==> config.mk <==
export PLATFORM = sky130hd
export DESIGN_NAME = panel_shifter
export DESIGN_NICKNAME = d
export VERILOG_FILES = /design/src/led_panel_pkg.sv /design/src/panel_shifter.sv
export SDC_FILE = /design/constraint.sdc
export NUM_CORES = 1
export LEC_CHECK = 0
export ABC_AREA = 1
export BUFFER_PORTS_ARGS = -buffer_cell sky130_fd_sc_hd__buf_2
export CAP_MARGIN = 10
export CORE_MARGIN = 3
export CORE_UTILIZATION = 35
export CTS_BUF_LIST = sky130_fd_sc_hd__clkbuf_2
export DETAILED_ROUTE_END_ITERATION = 12
export PLACE_DENSITY = 0.85
export SLEW_MARGIN = 20
export SYNTH_ARGS = -nofsm -noshare
export SYNTH_HDL_FRONTEND = slang
export SYNTH_SLANG_ARGS = --single-unit
==> constraint.sdc <==
create_clock -name clk_in -period 0.9 [get_ports clk_in]
set_clock_uncertainty 0.2 [all_clocks]
set_input_delay 0.045 -clock clk_in [delete_from_list [all_inputs] [get_ports clk_in]]
set_output_delay 0.045 -clock clk_in [all_outputs]
set_load 0.01 [all_outputs]
==> src/led_panel_pkg.sv <==
`default_nettype none

package led_panel_pkg;

    // one framebuffer word, red in 15..11, green in 10..5, blue in 4..0
    typedef logic [15:0] rgb565_t;

    // panel geometry, 64 columns and 16 scan rows per half
    typedef logic [5:0] column_t;
    typedef logic [3:0] row_t;

    // {half, row, ~column}
    typedef logic [10:0] ram_address_t;

    // bit plane index, plane 4 is the msb of each color
    typedef logic [2:0] plane_t;

    // red, green, blue bit of one pixel for one plane, red highest
    typedef logic [2:0] rgb_bits_t;

    // green keeps its upper 5 bits, so all colors have the same plane count
    localparam int PLANE_COUNT = 5;

    // lines to the HUB75 connector
    typedef struct packed {
        rgb_bits_t rgb_top;
        rgb_bits_t rgb_bottom;
        row_t      row;
        logic      panel_clk;
        logic      latch;
        logic      oe_n;
    } panel_out_t;

    // scan controller states
    typedef enum logic [2:0] {
        SCAN_IDLE,
        SCAN_FETCH,
        SCAN_SHIFT,
        SCAN_BLANK,
        SCAN_LATCH,
        SCAN_DISPLAY
    } scan_state_t;

endpackage

`default_nettype wire
==> src/panel_shifter.sv <==
`timescale 1ns/1ps
`default_nettype none

module panel_shifter
    import led_panel_pkg::*;
(
    input  wire logic    clk_in,
    input  wire logic    reset,

    input  wire rgb565_t rgb565_top,
    input  wire rgb565_t rgb565_bottom,
    input  wire plane_t  plane,
    input  wire logic    shift_strobe,

    output rgb_bits_t    rgb_top,
    output rgb_bits_t    rgb_bottom,
    output logic         panel_clk
);

    // bit number plane of each 5-bit color field
    function automatic rgb_bits_t plane_bits(input rgb565_t pixel, input plane_t sel);
        logic [PLANE_COUNT-1:0] red;
        logic [PLANE_COUNT-1:0] green;
        logic [PLANE_COUNT-1:0] blue;
        red   = pixel[15:11];
        // drop the green lsb
        green = pixel[10:6];
        blue  = pixel[4:0];
        return {red[sel], green[sel], blue[sel]};
    endfunction

    // data and panel_clk change together, data then holds until the next strobe
    always_ff @(posedge clk_in) begin
        if (reset) begin
            rgb_top    <= '0;
            rgb_bottom <= '0;
            panel_clk  <= 1'b0;
        end else begin
            panel_clk <= shift_strobe;
            if (shift_strobe) begin
                rgb_top    <= plane_bits(rgb565_top, plane);
                rgb_bottom <= plane_bits(rgb565_bottom, plane);
            end
        end
    end

endmodule

`default_nettype wire

# Word-level counts from Yosys, hierarchy flattened
# Index checks and enable logic that the tools add are counted.
# W data, S select, Z words.
# totals
out_inout_bits	7
input_bits	38
wordCells	16
reg_bits	7
# op_classes
mux	12
magnitude_cmp	1
# ops
cell	count
$bmux W1 S3	6
$mux W1	6
$lt A3 B4 Y1 const B	1

# Depth between registers and ports, before layout
# logic_depth
word_depth	2
mapped_depth	6
mapped_depth_nobuf	5

# Least setup slack after synthesis
# OpenSTA, ideal clock, no wires.
# synth_path
path_type	reg2reg
from	register, netlist name rgb_bottom[2]
to	register rgb_bottom[2]
t_arrival_ns	0.547
n_path_buf	0
slack_ns	0.031
stages_incl_launch_ff	3
required_ns	0.578
setup_ns	0.122
synth_period_minus_slack_ns	0.869
cell_sequence	dfxtp_1 -> o21ai_0 -> a21oi_2
# synth_rtl
element	line	rtl
end signal, assigned	panel_shifter.sv:42	rgb_bottom <= plane_bits(rgb565_bottom, plane);
end, declared	panel_shifter.sv:16	output rgb_bits_t rgb_bottom,

# Worst setup path after layout
# layout_path
from	register rgb_bottom[1]
to	output port rgb_bottom[1]
# No word-level cell between the ends.

==> impl_metrics.ini <==
[synthesis]
ys_seq_area_share_pct = 25.9
yosysMostFrequentCell = nand2_1
synth_warnings = 0
synthFlopType = dfxtp_1
async_reset_ff_share_pct = 0
ys_ff_latch = 7
synth_fp_nets = 127
synth_top_area_cell = dfxtp_1
ys_types = 13
synth_common_cells = 30 x nand2_1, 18 x nand3_1, 8 x inv_1
yosysTopAreaCellShare_pct = 25.9
yosys-top-cells-area = dfxtp_1 26%, nand2_1 21%, nand3_1 17%
syn_inst = 89
synth_edf_count = 0
synth_area_um2 = 542
avgSynthCellArea_um2 = 6.09

[place]
place_hpwl_mm = 1.25
placed_cells = 146
numPortBuffers = 42
place_congestion = 0.827

[cts]
cts-htree-levels = 1
tritoncts = yes
clk_latency_ps = 230
cts.path.max_buffers = 2
cts-buffers-inserted = 3
cts_root_buf = clkbuf_2
clkTransAtPathRegs_ps = 70
cts_setup_buffers = 0
clock_sinks = 7

[finish]
layout-drive-gt1-share_pct = 48.1
n_antenna_cell = 0
fin_nets = 174
areaGrowthSynthToFinish_pct = 52.9
fin_util_pct = 59.9
stdcell_count = 150

[floorplanning]
core_um2 = 1380
rows = 13
initial_core_util_pct = 39.2
ios = 45
die_w_um = 45.3
dieArea_um2 = 2060
die_h_um = 45.3

[sta]
fin_crit_sh_pct = 103
tns_ps = -106
setup_viol = 7
finalHoldViolations = 7
rsz0062_at_grt = yes
max_slew_margin_pct = 83.7
worst_hold_slack_ps = -218
layout_min_cycle_time_ps = 924
worst_slack_ps = -24.3
drv_slew = 0
fmax_ghz = 1.08
tightest_slew_ps = 241

[critical_path]
crit_chain = buf_6
r2r_slack_ps = 0
critical-path-top-delay-family = flip-flops
path_buf_inv = 1
critical_path_arrival_ps = 680
cp_slowest_stage_delay_ps = 330
end_kind = primary output
critPathLaunchType = register
worstSetupPathType = reg2out
crit_fanout = 2
worstPathRequired_ps = 650
cp_slowest_cell = dfxtp_2

[detailed_routing]
antenna_left = 0
firstDrtPassIters = 4
drt_iter0_drc = 11
wl_mm = 1.52
viasPerCell = 4.80
routed-via-count = 720
drc = 0
routedWlPerCell_um = 10.1

[pwr]
clkPwrFrac_pct = 26.4
max-vdd-ir-drop_mv = 0.438
p_sw_uw = 276
p_total_uw = 879
seq_power_share_pct = 39.7
p_leak_nw = 0.472
pwr_density_cell_nw_per_um2 = 1060
p_sw_share_pct = 31.4
p_int_uw = 604
pwr-share-comb_pct = 33.9

[grt]
grt_max_degree = 13
grt_use_total_pct = 16.7
grt_pass1_wl_mm = 2.50
antenna_found_initial = 0
grt_pass1_vias = 617
grt-ovfl-total = 0

[job]
maxCapViolCount = 0

[hold_path]
holdCritPathClass = in2reg

[status]
violations = hold timing, setup timing
run_status = complete, but fails checks
## worst paths after layout
path | cells past startpoint | end | startpoint
worst max-delay path | 1 | rgb_bottom[1] | rgb_bottom[1]
worst max register to register | 2 | rgb_bottom[1] | rgb_bottom[1]
worst min register to register | 2 | rgb_top[2] | rgb_top[2]
worst min-delay path | 2 | panel_clk | reset
## logic make-up (layout without fill, tap and decap cells)
logic type,Yosys count,count (layout),synth area share [%]
AND/OR/NAND/NOR,50,50,39.3
AO/OA/AOI/OAI,18,18,20.8
buffers and inverters,14,60,14.1
flip-flops,7,7,25.9
## per-layer routing
| layer | track usage, % | wire length (µm) |
|---|---|---|
| met5 | 0 | 0 |
| met4 | 8.77 | 22 |
| met3 | 3.98 | 172 |
| met2 | 25.4 | 636 |
| met1 | 21.7 | 686 |
## power groups by stage
| stage | sequential (mW) | clock (mW) | combinational [mW] |
|---|---|---|---|
| 3_3_place_gp | 0.346 | 0 | 0.271 |
| 6_report | 0.349 | 0.232 | 0.298 |
| 3_5_place_dp | 0.348 | 0 | 0.276 |
| 2_1_floorplan | 0.357 | 0 | 0.142 |
| 5_1_grt | 0.351 | 0.267 | 0.335 |
| 4_1_cts | 0.349 | 0.243 | 0.298 |
## flip-flops by register name, indices dropped and copies added (netlist names)
name,count
rgb_bottom,3
panel_clk,1
rgb_top,3
## placed cells by master, fill, tap and decap left out
| cell type | Yosys | layout |
|---|---|---|
| dfxtp_1 | 7 | 1 |
| nor2_1 | 1 | 1 |
| a21oi_1 | 6 | 6 |
| inv_1 | 8 | 8 |
| inv_2 | 2 | 2 |
| nor2_2 | 1 | 1 |
| nand3_1 | 18 | 18 |
| nand2_1 | 30 | 30 |
| a21oi_2 | 6 | 6 |
| clkbuf_2 | 0 | 4 |
| dfxtp_2 | 0 | 6 |
| buf_4 | 1 | 3 |
| buf_6 | 2 | 6 |
| clkinv_4 | 1 | 1 |
| o21ai_0 | 6 | 6 |
| buf_2 | 0 | 36 |
## final cells by class
| cell class | count | area [µm²] |
|---|---|---|
| fill | 141 | 554 |
| inverter | 11 | 46.3 |
| clock buffer | 4 | 20.0 |
| timing repair buffer | 45 | 270 |
| tap | 15 | 18.8 |
| sequential | 7 | 148 |
| multi-input combinational | 68 | 325 |
## through the flow
stage	worst slack (ps)	hold slack, ps	instance area [µm²]
2_1_floorplan	31.1	-82.6	542
3_3_place_gp	-50.6	23.4	763
3_5_place_dp	-108	27.0	763
4_1_cts	-36.1	-231	828
5_1_grt	-73.4	-222	828
6_report	-24.3	-218	828
## repair_timing
action,CTS,global route
pin swaps,0,0
hold endpoints to repair,7,7
endpoints found under the setup margin,8,9
resized for setup,12,0
cloned,0,0
No activity file was read; power rests on OpenSTA's default activity.
