<file path="src/led_panel_pkg.sv">
`default_nettype none

package led_panel_pkg;

    // one framebuffer word, red in 15..11, green in 10..5, blue in 4..0
    typedef logic [15:0] rgb565_t;

    // panel geometry, 64 columns and 16 scan rows per half
    typedef logic [5:0] column_t;
    typedef logic [3:0] row_t;

    // {half, row, ~column}
    typedef logic [10:0] ram_address_t;

    // bit plane index, plane 4 is the msb of each color
    typedef logic [2:0] plane_t;

    // red, green, blue bit of one pixel for one plane, red highest
    typedef logic [2:0] rgb_bits_t;

    // green keeps its upper 5 bits, so all colors have the same plane count
    localparam int PLANE_COUNT = 5;

    // lines to the HUB75 connector
    typedef struct packed {
        rgb_bits_t rgb_top;
        rgb_bits_t rgb_bottom;
        row_t      row;
        logic      panel_clk;
        logic      latch;
        logic      oe_n;
    } panel_out_t;

    // scan controller states
    typedef enum logic [2:0] {
        SCAN_IDLE,
        SCAN_FETCH,
        SCAN_SHIFT,
        SCAN_BLANK,
        SCAN_LATCH,
        SCAN_DISPLAY
    } scan_state_t;

endpackage

`default_nettype wire
</file>
<file path="src/framebuffer_fetch.sv">
`timescale 1ns/1ps
`default_nettype none

module framebuffer_fetch
    import led_panel_pkg::*;
#(
    parameter bit SHORT_FETCH = 1'b0
) (
    input  wire logic         clk_in,
    input  wire logic         reset,

    input  wire column_t      column_address,
    input  wire row_t         row_address,

    input  wire logic         pixel_load_start,

    input  wire rgb565_t      ram_data_in,
    output ram_address_t      ram_address,
    output logic              ram_clk_enable,

    output rgb565_t           rgb565_top,
    output rgb565_t           rgb565_bottom
);

    // the long schedule spends one extra cycle before the top capture
    localparam int LOAD_VALUE = SHORT_FETCH ? 2 : 3;

    logic [1:0] pixel_load_counter;
    logic       half_address;

    assign ram_address = {half_address, row_address, ~column_address};

    timeout #(
        .COUNTER_WIDTH(2),
        .LOAD_VALUE   (LOAD_VALUE)
    ) i_timeout_pixel_load (
        .clk_in (clk_in),
        .reset  (reset),
        .start  (pixel_load_start),
        .counter(pixel_load_counter),
        .running(ram_clk_enable)
    );

    // step the half bit on the falling edge, ahead of the next ram read
    //   first count  select half 0
    //   count 1      half 0 word is on ram_data_in, select half 1
    //   count 0      half 1 word is on ram_data_in
    always_ff @(negedge clk_in) begin
        if (reset) begin
            half_address <= 1'b0;
        end else if (ram_clk_enable) begin
            if (pixel_load_counter == 2'(LOAD_VALUE)) begin
                half_address <= 1'b0;
            end else if (pixel_load_counter == 2'd1) begin
                half_address <= 1'b1;
            end
        end
    end

    always_ff @(negedge clk_in) begin
        if (reset) begin
            rgb565_top    <= '0;
            rgb565_bottom <= '0;
        end else if (ram_clk_enable) begin
            if (pixel_load_counter == 2'd1) begin
                rgb565_top <= ram_data_in;
            end else if (pixel_load_counter == 2'd0) begin
                rgb565_bottom <= ram_data_in;
            end
        end
    end

endmodule

`default_nettype wire

</file>
<file path="src/timeout.sv">
`timescale 1ns/1ps
`default_nettype none

module timeout #(
    parameter int COUNTER_WIDTH = 2,
    parameter int LOAD_VALUE    = 3
) (
    input  wire logic                     clk_in,
    input  wire logic                     reset,
    input  wire logic                     start,
    output logic [COUNTER_WIDTH-1:0]      counter,
    output logic                          running
);

    // running stays high for LOAD_VALUE+1 cycles, counting LOAD_VALUE down to 0
    always_ff @(posedge clk_in) begin
        if (reset) begin
            counter <= '0;
            running <= 1'b0;
        end else if (start) begin
            // a start during a run restarts the count
            counter <= COUNTER_WIDTH'(LOAD_VALUE);
            running <= 1'b1;
        end else if (running) begin
            if (counter == '0) begin
                running <= 1'b0;
            end else begin
                counter <= counter - 1'b1;
            end
        end
    end

endmodule

`default_nettype wire

</file>
<file path="config.mk">
export PLATFORM = sky130hd
export DESIGN_NAME = framebuffer_fetch
export DESIGN_NICKNAME = d
export VERILOG_FILES = /design/src/led_panel_pkg.sv /design/src/framebuffer_fetch.sv /design/src/timeout.sv
export SDC_FILE = /design/constraint.sdc
export NUM_CORES = 1
export LEC_CHECK = 0
export BUFFER_PORTS_ARGS = -buffer_cell sky130_fd_sc_hd__buf_4
export CAP_MARGIN = 20
export CORE_MARGIN = 8
export CORE_UTILIZATION = 46
export DETAILED_ROUTE_END_ITERATION = 16
export PLACE_DENSITY = 0.84
export REMOVE_ABC_BUFFERS = 1
export SLEW_MARGIN = 15
export SYNTH_ARGS = -nofsm -noshare
export SYNTH_HDL_FRONTEND = slang
export SYNTH_HIERARCHICAL = 1
export SYNTH_SLANG_ARGS = --single-unit
</file>
<file path="constraint.sdc">
create_clock -name clk_in -period 1.61 [get_ports clk_in]
set_input_delay 0.322 -clock clk_in [delete_from_list [all_inputs] [get_ports clk_in]]
set_output_delay 0.322 -clock clk_in [all_outputs]
set_load 0.05 [all_outputs]
</file>
### Word-level counts from Yosys, hierarchy flattened

Cells that the tools add are included.

| word-level totals | value |
|---|---|
| register bits | 36 |
| bits in latches | 0 |
| bits in writable memories | 0 |
| memory bits (read-only) | 0 |
| input port bits | 29 |
| output and inout port bits | 44 |
| logic and storage cells | 26 |
| memories | 0 |

| operators by class | value |
|---|---|
| add/sub/neg operators | 1 |
| multipliers | 0 |
| divide/modulo/power cells | 0 |
| order comparisons | 0 |
| equal/unequal tests | 3 |
| shift operators | 0 |
| mux-type cells | 8 |
| bitwise operators | 2 |
| reduce and logical (&&, ||, !) cells | 7 |

Operators with widths:

| operator | number |
|---|---|
| 2-bit two-way mux | 3 |
| 6-bit inverter | 1 |
| 2-bit AND reduction | 3 |
| 1-bit two-way mux | 5 |
| 2-bit nonzero test | 2 |
| 3-bit AND reduction | 1 |
| 2-bit by 1-bit == test with 1-bit output, second input constant | 1 |
| 2-bit == test, second input constant | 1 |
| 2-bit zero test | 1 |
| 2-bit inequality test, second input constant | 1 |
| 2-bit by 1-bit subtractor with 2-bit output, second input constant | 1 |
| 1-bit inverter | 1 |

### Depth between registers and ports, before layout

| depth | value |
|---|---|
| word-level depth | 4 |
| mapped depth | 4 |
| mapped depth without buffers | 4 |

### Cells and area by module

Netlist, hierarchy kept.

Modules (own cells, without submodules):

| module | instances | cells each | area an instance (um^2) | sequential area each (um^2) |
|---|---|---|---|---|
| framebuffer_fetch | 1 | 140 | 1,460.2 | 660.6 |
| timeout | 1 | 14 | 143.9 | 60.1 |

==> metrics.yaml <==
logic_synthesis:
  netlist_instances: 154
  yosys-top-cells-count: "nand2b_1 (49), dfxtp_1 (36), mux2i_1 (32)"
  syn_avg_cell_area_um2: 10.4
  post-synth-top-count-cell: "nand2b_1"
  ys_seq_area_frac: 0.449
  ys_ff_latch: 36
  syn-cell-area_um2: 1600
  yosysWarnings: 6
  synthArstFlopShare: 0
  yosysTopAreaCellShare: 0.449
  synth_edf_count: 0
  synthTopCellsByArea: "dfxtp_1 (45%), mux2i_1 (20%), nand2b_1 (19%)"
  synth_largest_area_cell: "dfxtp_1"
  ys.flop_type: "dfxtp_1"
  ys_types: 20
worst_setup_path:
  r2r_slack_ns: -0.23
  critPathTopFamily: "flip-flops"
  critical-path-slowest-cell: "dfxtp_2"
  endpoint_kind: "output port"
  critPathMaxStageDelay_ns: 0.35
  critPathKind: "register to output port"
  critPathBufInv: 1
  cp_cell_sequence: "buf_8"
  crit_fanout: 2
  critPathArrivalTime_ns: 1.70
  cp-start-kind: "register"
  critPathRequiredTime_ns: 1.29
detailed_routing:
  drt-initial-drc-count: 80
  ant_nets: 0
  top_layer: "met4"
  via_count: 1410
  drc_errors: 0
  wl_met1_um: 1810
  vias_per_cell: 4.52
  routed-wl-met2_um: 1970
  wl_per_cell_um: 13.5
  wl_met3_um: 358
  drtPass1Iterations: 4
  wirelength_um: 4200
sta:
  clock_skew_ns: 0.0561
  drv_slew: 0
  hold_viol_final: 0
  setup_viol: 66
  final.setup.tns_ns: -18.53
  slew_headroom: 0.761
  tightest_slew_ns: 0.359
  rsz0062_at_grt: "yes"
  setup_ws_ns: -0.410
  timing.hold.ws_ns: 0.272
pwr:
  leakagePower_nw: 1.42
  power.density_nw_per_um2: 832
  ir_drop_mv: 0.522
cts:
  clk_path_buf_depth: 2
  path_clk_slew_ns: 0.12
  cts_num_sinks: 36
  root_buffer: "clkbuf_4"
  htreeDepth: 2
  clk_latency_ns: 0.40
  ctsHoldBuffers: 0
  cts_tree: "built"
  numCtsBuffers: 5
run_status:
  outcome: "finished with violations"
  violations: "setup timing"
global_routing:
  grt_max_degree: 51
  grt_pass1_wl_um: 6590
  overflow: 0
  grt_antenna_before_repair: 0
  grt_pass1_vias: 1532
  track_usage: 0.152
floorplan:
  start_util: 0.481
  fp.dieArea_um2: 5630
  io_pins: 73
  num_rows: 21
  die_h_um: 75.1
  die_x_um: 75.1
  coreArea_um2: 3340
finish:
  antennaDiodeCount: 0
  areaGrowthSynthToFinish_pct: 71.1
  final_nets: 296
  fin_area_um2: 2740
  layout-drive-gt1-share: 0.515
placement:
  portBuffers: 64
  dpl.hpwl_um: 2600
  postPlaceCellArea_um2: 2160
  place_congestion: 0.694
run:
  maxCapViolCount: 0
min_path:
  min-delay-path-class: "input port to register"
## metrics by stage
step / setup WS (ns) / util / power [mW] / cells
floorplan: -0.902 / - / 1.37 / 140
global placement: -0.258 / 0.646 / 1.54 / 262
detailed placement: -0.294 / 0.646 / 1.54 / 262
CTS: -0.429 / 0.801 / 2.29 / 304
global route: -0.470 / 0.822 / 2.47 / 312
finish: -0.410 / 0.822 / 2.28 / 312
## final cells by class
class	count	area, um^2
clock buffers	5	37.5
flip-flops and latches	36	773
well taps	46	57.6
repair buffers	87	936
clock inverters	35	134
multi-input cells	94	772
fillers	210	593
inverters	9	33.8
## worst register-to-register path, cell delays in order (launching register included)
cell and delay [ns]:
dfxtp_4 0.38, nor3b_4 0.23, buf_12 0.19, mux2i_1 0.21
## worst paths after layout
kind                                    from                           end  depth (start not counted)
min reg2reg                 rgb565_bottom[8]              rgb565_bottom[8]                          2
max                        rgb565_bottom[11]             rgb565_bottom[11]                          1
max reg2reg  i_timeout_pixel_load/counter[1]              rgb565_bottom[2]                          3
min                         pixel_load_start  i_timeout_pixel_load/running                          3
## power breakdown
part	internal, mW	switching, mW
clock network	0.262	0.525
registers	0.942	0.0410
logic	0.250	0.263
total	1.45	0.829
## cells in the final DEF, fill, tap and decap left out
| cell type | instances |
|---|---|
| buf_4 | 49 |
| a21bo_2 | 1 |
| a211oi_1 | 1 |
| nor2_1 | 1 |
| nand2b_1 | 49 |
| dfxtp_2 | 33 |
| inv_1 | 42 |
| dfxtp_4 | 3 |
| buf_8 | 35 |
| clkinv_2 | 1 |
| or3b_4 | 1 |
| clkbuf_4 | 5 |
| a311oi_2 | 1 |
| a21oi_1 | 1 |
| nand3b_4 | 1 |
| and3b_2 | 1 |
| nor4bb_1 | 1 |
| mux2i_1 | 32 |
| clkinvlp_2 | 1 |
| and4bb_1 | 1 |
| a21oi_2 | 1 |
| buf_6 | 2 |
| buf_12 | 1 |
| nor3b_4 | 1 |
| ha_1 | 1 |
## flip-flops by register name, indices dropped and copies added, names as in the netlist
signal,cells
i_timeout_pixel_load/counter,2
rgb565_bottom,16
half_address,1
i_timeout_pixel_load/running,1
rgb565_top,16
## routing by layer
metal / track usage / vias to the layer above
met3: 0.0639 / 5
met4: 0.0957 / 0
met2: 0.237 / 51
li1: - / 718
met1: 0.165 / 636
met5: 0 / -
## cell families after synthesis
kind of cell,share of synthesized area
compound gates,0.0265
fa+ha+maj,0.00780
mux,0.200
buf+inv,0.0788
flops,0.449
simple gates,0.238
## what timing repair did
action                                  in CTS  in global routing
gates resized for setup                    110                  4
endpoints found under the setup margin      66                 66
setup buffers                                3                  8
pin swaps                                    0                  1
cloned                                       0                  0
Power figures use the tool's default switching activity.
