## config.mk

```make
export PLATFORM = sky130hd
export DESIGN_NAME = scan_control
export DESIGN_NICKNAME = d
export VERILOG_FILES = /design/src/led_panel_pkg.sv /design/src/scan_control.sv
export SDC_FILE = /design/constraint.sdc
export NUM_CORES = 1
export LEC_CHECK = 0
export BUFFER_PORTS_ARGS = -buffer_cell sky130_fd_sc_hd__clkbuf_2
export CORE_MARGIN = 10
export CORE_UTILIZATION = 35
export DETAILED_ROUTE_END_ITERATION = 10
export SETUP_SLACK_MARGIN = 0.3
export SYNTH_ARGS = -nofsm -noshare
export SYNTH_HDL_FRONTEND = slang
export SYNTH_SLANG_ARGS = --single-unit
```

## constraint.sdc

```tcl
create_clock -name clk_in -period 1.53 [get_ports clk_in]
set_input_delay 0.306 -clock clk_in [delete_from_list [all_inputs] [get_ports clk_in]]
set_output_delay 0.306 -clock clk_in [all_outputs]
set_load 0.01 [all_outputs]
```

## src/led_panel_pkg.sv

```systemverilog
`default_nettype none

package led_panel_pkg;

    // one framebuffer word, red in 15..11, green in 10..5, blue in 4..0
    typedef logic [15:0] rgb565_t;

    // panel geometry, 64 columns and 16 scan rows per half
    typedef logic [5:0] column_t;
    typedef logic [3:0] row_t;

    // {half, row, ~column}
    typedef logic [10:0] ram_address_t;

    // bit plane index, plane 4 is the msb of each color
    typedef logic [2:0] plane_t;

    // red, green, blue bit of one pixel for one plane, red highest
    typedef logic [2:0] rgb_bits_t;

    // green keeps its upper 5 bits, so all colors have the same plane count
    localparam int PLANE_COUNT = 5;

    // lines to the HUB75 connector
    typedef struct packed {
        rgb_bits_t rgb_top;
        rgb_bits_t rgb_bottom;
        row_t      row;
        logic      panel_clk;
        logic      latch;
        logic      oe_n;
    } panel_out_t;

    // scan controller states
    typedef enum logic [2:0] {
        SCAN_IDLE,
        SCAN_FETCH,
        SCAN_SHIFT,
        SCAN_BLANK,
        SCAN_LATCH,
        SCAN_DISPLAY
    } scan_state_t;

endpackage

`default_nettype wire
```

## src/scan_control.sv

```systemverilog
`timescale 1ns/1ps
`default_nettype none

module scan_control
    import led_panel_pkg::*;
#(
    parameter int BASE_ON_CYCLES = 4
) (
    input  wire logic clk_in,
    input  wire logic reset,

    // fetch side
    input  wire logic fetch_busy,
    output column_t   column_address,
    output row_t      row_address,
    output logic      pixel_load_start,

    // shifter side
    output plane_t    plane,
    output logic      shift_strobe,

    // panel control lines
    output row_t      panel_row,
    output logic      latch,
    output logic      oe_n
);

    // wide enough for the msb plane on-time
    localparam int ON_WIDTH = $clog2(BASE_ON_CYCLES << (PLANE_COUNT - 1)) + 1;

    scan_state_t         state;
    logic [ON_WIDTH-1:0] on_count;
    logic [ON_WIDTH-1:0] on_cycles;

    // binary weighted display time of the current plane
    assign on_cycles = ON_WIDTH'(BASE_ON_CYCLES) << plane;

    always_ff @(posedge clk_in) begin
        if (reset) begin
            state            <= SCAN_IDLE;
            column_address   <= '0;
            row_address      <= '0;
            plane            <= '0;
            panel_row        <= '0;
            pixel_load_start <= 1'b0;
            shift_strobe     <= 1'b0;
            latch            <= 1'b0;
            oe_n             <= 1'b1;
            on_count         <= '0;
        end else begin
            // strobes last a single cycle
            pixel_load_start <= 1'b0;
            shift_strobe     <= 1'b0;

            case (state)
                SCAN_IDLE: begin
                    state            <= SCAN_FETCH;
                    pixel_load_start <= 1'b1;
                end

                SCAN_FETCH: begin
                    // busy rises the cycle after the start pulse
                    if (!pixel_load_start && !fetch_busy) begin
                        state        <= SCAN_SHIFT;
                        shift_strobe <= 1'b1;
                    end
                end

                SCAN_SHIFT: begin
                    // wraps back to column 0 after the last shift
                    column_address <= column_address + 1'b1;
                    if (column_address == '1) begin
                        state <= SCAN_BLANK;
                    end else begin
                        state            <= SCAN_FETCH;
                        pixel_load_start <= 1'b1;
                    end
                end

                SCAN_BLANK: begin
                    // last panel_clk pulse is high during this cycle
                    state     <= SCAN_LATCH;
                    latch     <= 1'b1;
                    panel_row <= row_address;
                end

                SCAN_LATCH: begin
                    state    <= SCAN_DISPLAY;
                    latch    <= 1'b0;
                    oe_n     <= 1'b0;
                    on_count <= on_cycles - 1'b1;
                end

                SCAN_DISPLAY: begin
                    if (on_count == '0) begin
                        oe_n             <= 1'b1;
                        state            <= SCAN_FETCH;
                        pixel_load_start <= 1'b1;
                        // planes 0..4, then on to the next row
                        if (plane == plane_t'(PLANE_COUNT - 1)) begin
                            plane       <= '0;
                            row_address <= row_address + 1'b1;
                        end else begin
                            plane <= plane + 1'b1;
                        end
                    end else begin
                        on_count <= on_count - 1'b1;
                    end
                end

                default: begin
                    state <= SCAN_IDLE;
                    oe_n  <= 1'b1;
                    latch <= 1'b0;
                end
            endcase
        end
    end

endmodule

`default_nettype wire

```

# After elaboration in Yosys (flattened, before gate mapping)
# Index checks and enable logic that the tools add are counted.
# Widths: inputs -> output; s select.
# totals
reg_bits,31
elab_cells,56
# classes
n_eq_ne,10
shifts,1
n_mux,14
n_addsub,5
reduce_logical,14
bitwise_logic,2
# op_table
op,n
$pmux 3 s6,1
$pmux 7 s2,1
$sub 7x1->7 const B,2
$eq 3x3->1 const B,3
$mux 3,3
$reduce_and 2->1,4
$reduce_or 4->1,2
$logic_not 7->1,1
$mux 7,1
$shl 3x3->7 const A,1
$add 6x1->6 const B,1
$eq 3x2->1 const B,2
$eq 6x6->1 const B,1
$ne 2x2->1 const B,3
$pmux 1 s3,2
$add 4x1->4 const B,1
$mux 1,4
$add 3x1->3 const B,1
$eq 3x1->1 const B,1
$logic_not 3->1,1
$reduce_and 3->1,1
$logic_not 1->1,2
$mux 2,1
$not 1->1,2
4 further kinds,4

# Logic depth before layout (Yosys ltp)
# depth
word_depth,4
mapped_depth,8
mapped_depth_nobuf,7

# Worst setup path after synthesis
# OpenSTA, ideal clock, no wires.
# synth_path
kind,reg2reg
startpoint,register plane[0]
endpoint,register on_count[6]
synth_period_minus_slack_ns,1.674
setup_ns,0.095
path_slack_ns,-0.144
required_ns,1.435
arrival_ns,1.578
stages_incl_launch_ff,8
path_cell_list,dfxtp_1 -> inv_1 -> ha_1 -> nor3_1 -> o21ai_0 -> o21ai_1 -> a41oi_1 -> a221oi_1
# synth_via
elab_chain_cells,3
# synth_lines
element,line_no,text
from (decl),scan_control.sv:19,"output plane_t plane,"
from (signal assigned),scan_control.sv:104,plane <= plane + 1'b1;
$shl 3x3->7,scan_control.sv:36,assign on_cycles = ON_WIDTH'(BASE_ON_CYCLES) << plane;
$sub 7x1->7,scan_control.sv:91,on_count <= on_cycles - 1'b1;
$pmux 7 s2,scan_control.sv:55,case (state)
to (signal assigned),scan_control.sv:91,
to (signal assigned),scan_control.sv:107,on_count <= on_count - 1'b1;
to (decl),scan_control.sv:32,logic [ON_WIDTH-1:0] on_count;
# Every way passes these cells.
# A chain may end at the register's enable or synchronous reset.

# Final worst setup path
# layout_path
startpoint,register on_count[2]
endpoint,register on_count[6]
# layout_via
elab_chain_cells,3
word_cells_on_any_way,6
classes_between,add/sub (1); eq/ne (1); mux (2); reduce/logical (2)
# layout_lines
element,line_no
$sub 7x1->7 or $logic_not 7->1 (tied branches),"scan_control.sv:107, scan_control.sv:95"
$mux 7 or $ne 2x2->1 (tied branches),--
$pmux 7 s2 or $reduce_and 2->1 (tied branches),--
# Parallel ways exist; a longest one is shown, timed or not. The select of a mux whose other input is x is not followed.

==> flow_summary_export.csv <==
group,metric,value,unit
sta,finalHoldViolations,0,
finish,fill_cells,392,
setup_path,crit_path_top_delay_cell,"nor4_1",
detailed_routing,vias,1630,
global_routing,grt_pass1_vias,1546,
sta,holdWs,0.306,ns
sta,period_share,107,%
sta,fmaxAchievable,613,MHz
pwr,p_leak,1.05,nW
pwr,p_clk_share,38.5,%
setup_path,worst_setup_path_start_kind,"register",
place,gp_congestion,0.784,
yosys,synthXorXnorAreaFrac,4.27,%
finish,layout_common_cells,"nor2_1 (27), buf_4 (27), clkbuf_2 (21)",
yosys,ys_ff_latch,31,
pwr,p_sw_share,25.2,%
pwr,p_switching,0.000407,W
setup_path,crit_buf_inv,1,
sta,slew_viol_final,0,
floorplanning,dieArea,7830,um2
pwr,p_per_area,639,nW/um2
global_routing,antenna_found_initial,0,
finish,fin_cells,306,
setup_path,endpoint_kind,"register",
global_routing,grt_max_degree,25,
floorplanning,num_rows,24,
detailed_routing,ant_nets,0,
yosys,synth_nets,203,
min_path,hp-class,"in -> reg",
global_routing,overflow,0,
yosys,synth_top_family_by_area,"simple AND/OR/NAND/NOR gates",
yosys,synth.area.mux_share,4.27,%
finish,fin_nets,264,
global_routing,track_usage,11.8,%
floorplanning,start_util,36.9,%
sta,setup_violations,3,
yosys,avgSynthCellArea,8.54,um2
place,io_buffers,23,
place,dp_hpwl,2920,um
yosys,syn_area,1640,um2
setup_path,crit_path_cell_trace,"buf_4 -> nor4_1 -> nand2_1 -> o21ai_2 -> a41oi_2 -> a221oi_2",
clocking,clk_latency,0.28,ns
finish,syn_to_final_growth,54.1,%
yosys,synth_adder_area_share,6.10,%
sta,slew_headroom,63.0,%
yosys,synthCells,192,
setup_path,worstPathRequired,1.72,ns
yosys,ys_top_cells_by_area,"dfxtp_1 (38%), nor2_1 (6.6%), ha_1 (6.1%)",
detailed_routing,drtIter0Drc,149,
sta,rsz0062_at_grt,"yes",
outcome,status,"finished with violations",
setup_path,cp_top_family,"simple AND/OR/NAND/NOR gates",
sta,setup_slack,-0.102,ns
sta,worstMarginPinSlew,0.555,ns
job,cap_violations,0,
finish,drive_gt1_share,50.0,%
global_routing,grt_pass1_wl,7300,um
outcome,violations,"negative setup slack",
sta,fin_crit,1.63,ns
finish,regArea,647,um2
yosys,yosys.area.top_type,"dfxtp_1",
pwr,power.internal,0.00121,W
floorplanning,core_area,4440,um2
detailed_routing,wire_per_inst,15.4,um
detailed_routing,dr.pass1.iters,4,
yosys,synth_compound_area_share,17.2,%
clocking,clock_path_buffers,2,
clocking,cts_sinks,31,
clocking,cts.clk_slew.worst_paths,0.07,ns
clocking,h-tree-depth,2,
yosys,ys_seq_area_share,37.8,%
sta,fin_worst_skew,0.00362,ns
detailed_routing,wl,4700,um
setup_path,cp_max_fo,4,
clocking,cts_buffers,5,
yosys,synth.top_cell.area_share,37.8,%
clocking,clockRootBuffer,"clkbuf_8",
setup_path,slowest_delay,0.39,ns
clocking,tritoncts,"built",
pwr,p_seq_share,51.2,%
detailed_routing,viasPerCell,5.33,
yosys,synth-simple-area-share,25.3,%
pwr,pwr-share-comb,10.3,%
pwr,peakVddDrop,0.480,mV
floorplanning,io_pins,24,
yosys,synth_cell_types,47,
finish,multi_input_area,1210,um2
place,dp_cells,276,
sta,tns,-0.144,ns
yosys,yosysWarnings,0,
finish,n_antenna_cell,0,
setup_path,critical_path_class,"reg -> reg",
floorplanning,die_h,88.5,um
setup_path,arrival,1.83,ns
detailed_routing,route.detailed.drc,0,
floorplanning,die_w,88.5,um
## cell usage after synthesis, drive strengths merged
library cell and count:
a2111oi 1, a211oi 2, a21boi 1, a21o 2, a21oi 15, a221oi 2, a311oi 1, a31oi 2
a41oi 3, and2 1, and3b 1, buf 6, clkbuf 4, dfxtp 31, ha 8, inv 7
mux2i 7, nand2 18, nand2b 1, nand3 4, nand3b 2, nand4 2, nor2 30, nor2b 4
nor3 11, nor3b 2, nor4 1, o21ai 8, o221ai 1, o22a 1, o22ai 1, o2bb2ai 1
o31ai 2, or3 1, xnor2 6, xor2 2
## registers in the layout, indices dropped and copies added (netlist names)
register / flops
on_count: 7
panel_row: 4
pixel_load_start: 1
shift_strobe: 1
plane: 3
latch: 1
row_address: 4
state: 3
column_address: 6
oe_n: 1
## stage by stage
| step | area, um2 | power (W) | util [%] | worst slack, ns |
|---|---|---|---|---|
| after floorplan | 1760 | 0.000934 | - | 0.0597 |
| after global placement | 2020 | 0.000971 | 45.4 | -0.0509 |
| after detailed placement | 2020 | 0.000970 | 45.4 | -0.0430 |
| after CTS | 2330 | 0.00161 | 52.5 | -0.0147 |
| after global routing | 2530 | 0.00169 | 56.9 | -0.201 |
| final | 2530 | 0.00161 | 56.9 | -0.102 |
## worst min-delay path, cell delays in order
cell,delay (ns)
clkbuf_2,0.07
nor3_1,0.05
nand2_1,0.08
nor2_1,0.04
## cells by family after synthesis
group / after synthesis
and+or+nand+nor: 78
AOI/OAI and AO/OA: 43
DFF: 31
buffers and inverters: 17
xor gates and xnor gates: 8
adders and majority gates: 8
muxes: 7
## worst paths after layout
check        depth (start not counted)         start           end  slack (ns)
max                                  6   on_count[2]   on_count[6]       -0.10
min                                  4    fetch_busy  shift_strobe        0.31
max reg2reg                          6   on_count[2]   on_count[6]       -0.10
min reg2reg                          2  panel_row[1]  panel_row[1]        0.50
## power groups by stage
stage	registers, W	logic (W)	clock network [W]
CTS	0.000825	0.000145	0.000635
detailed placement	0.000844	0.000126	0
finish	0.000827	0.000166	0.000622
global placement	0.000844	0.000127	0
global route	0.000828	0.000179	0.000680
floorplan	0.000847	0.0000874	0
## repair_timing
action                     4_1_cts  5_1_grt
gates cloned                     0        1
pin swaps                       17       11
resized for setup               35       27
setup endpoints to repair       26       31
hold buffers                     0        0
setup buffers                   13        8
## final cells by class
class	instances	area share (%)
well taps	52	2.57
repair buffers	64	19.5
clock buffers	7	3.02
inverters	7	1.24
clock inverters	1	0.198
flip-flops and latches	31	25.6
multi-input cells	144	47.9
## layer usage
layer  vias to the layer above  GRT usage (%)  wire length (um)
met2                        41           19.2              2390
li1                        800              -                 -
met1                       781           14.4              2090
met5                         -              0                 0
met4                         0           4.41                70
met3                         8           3.40               156
Power figures use the tool's default switching activity.
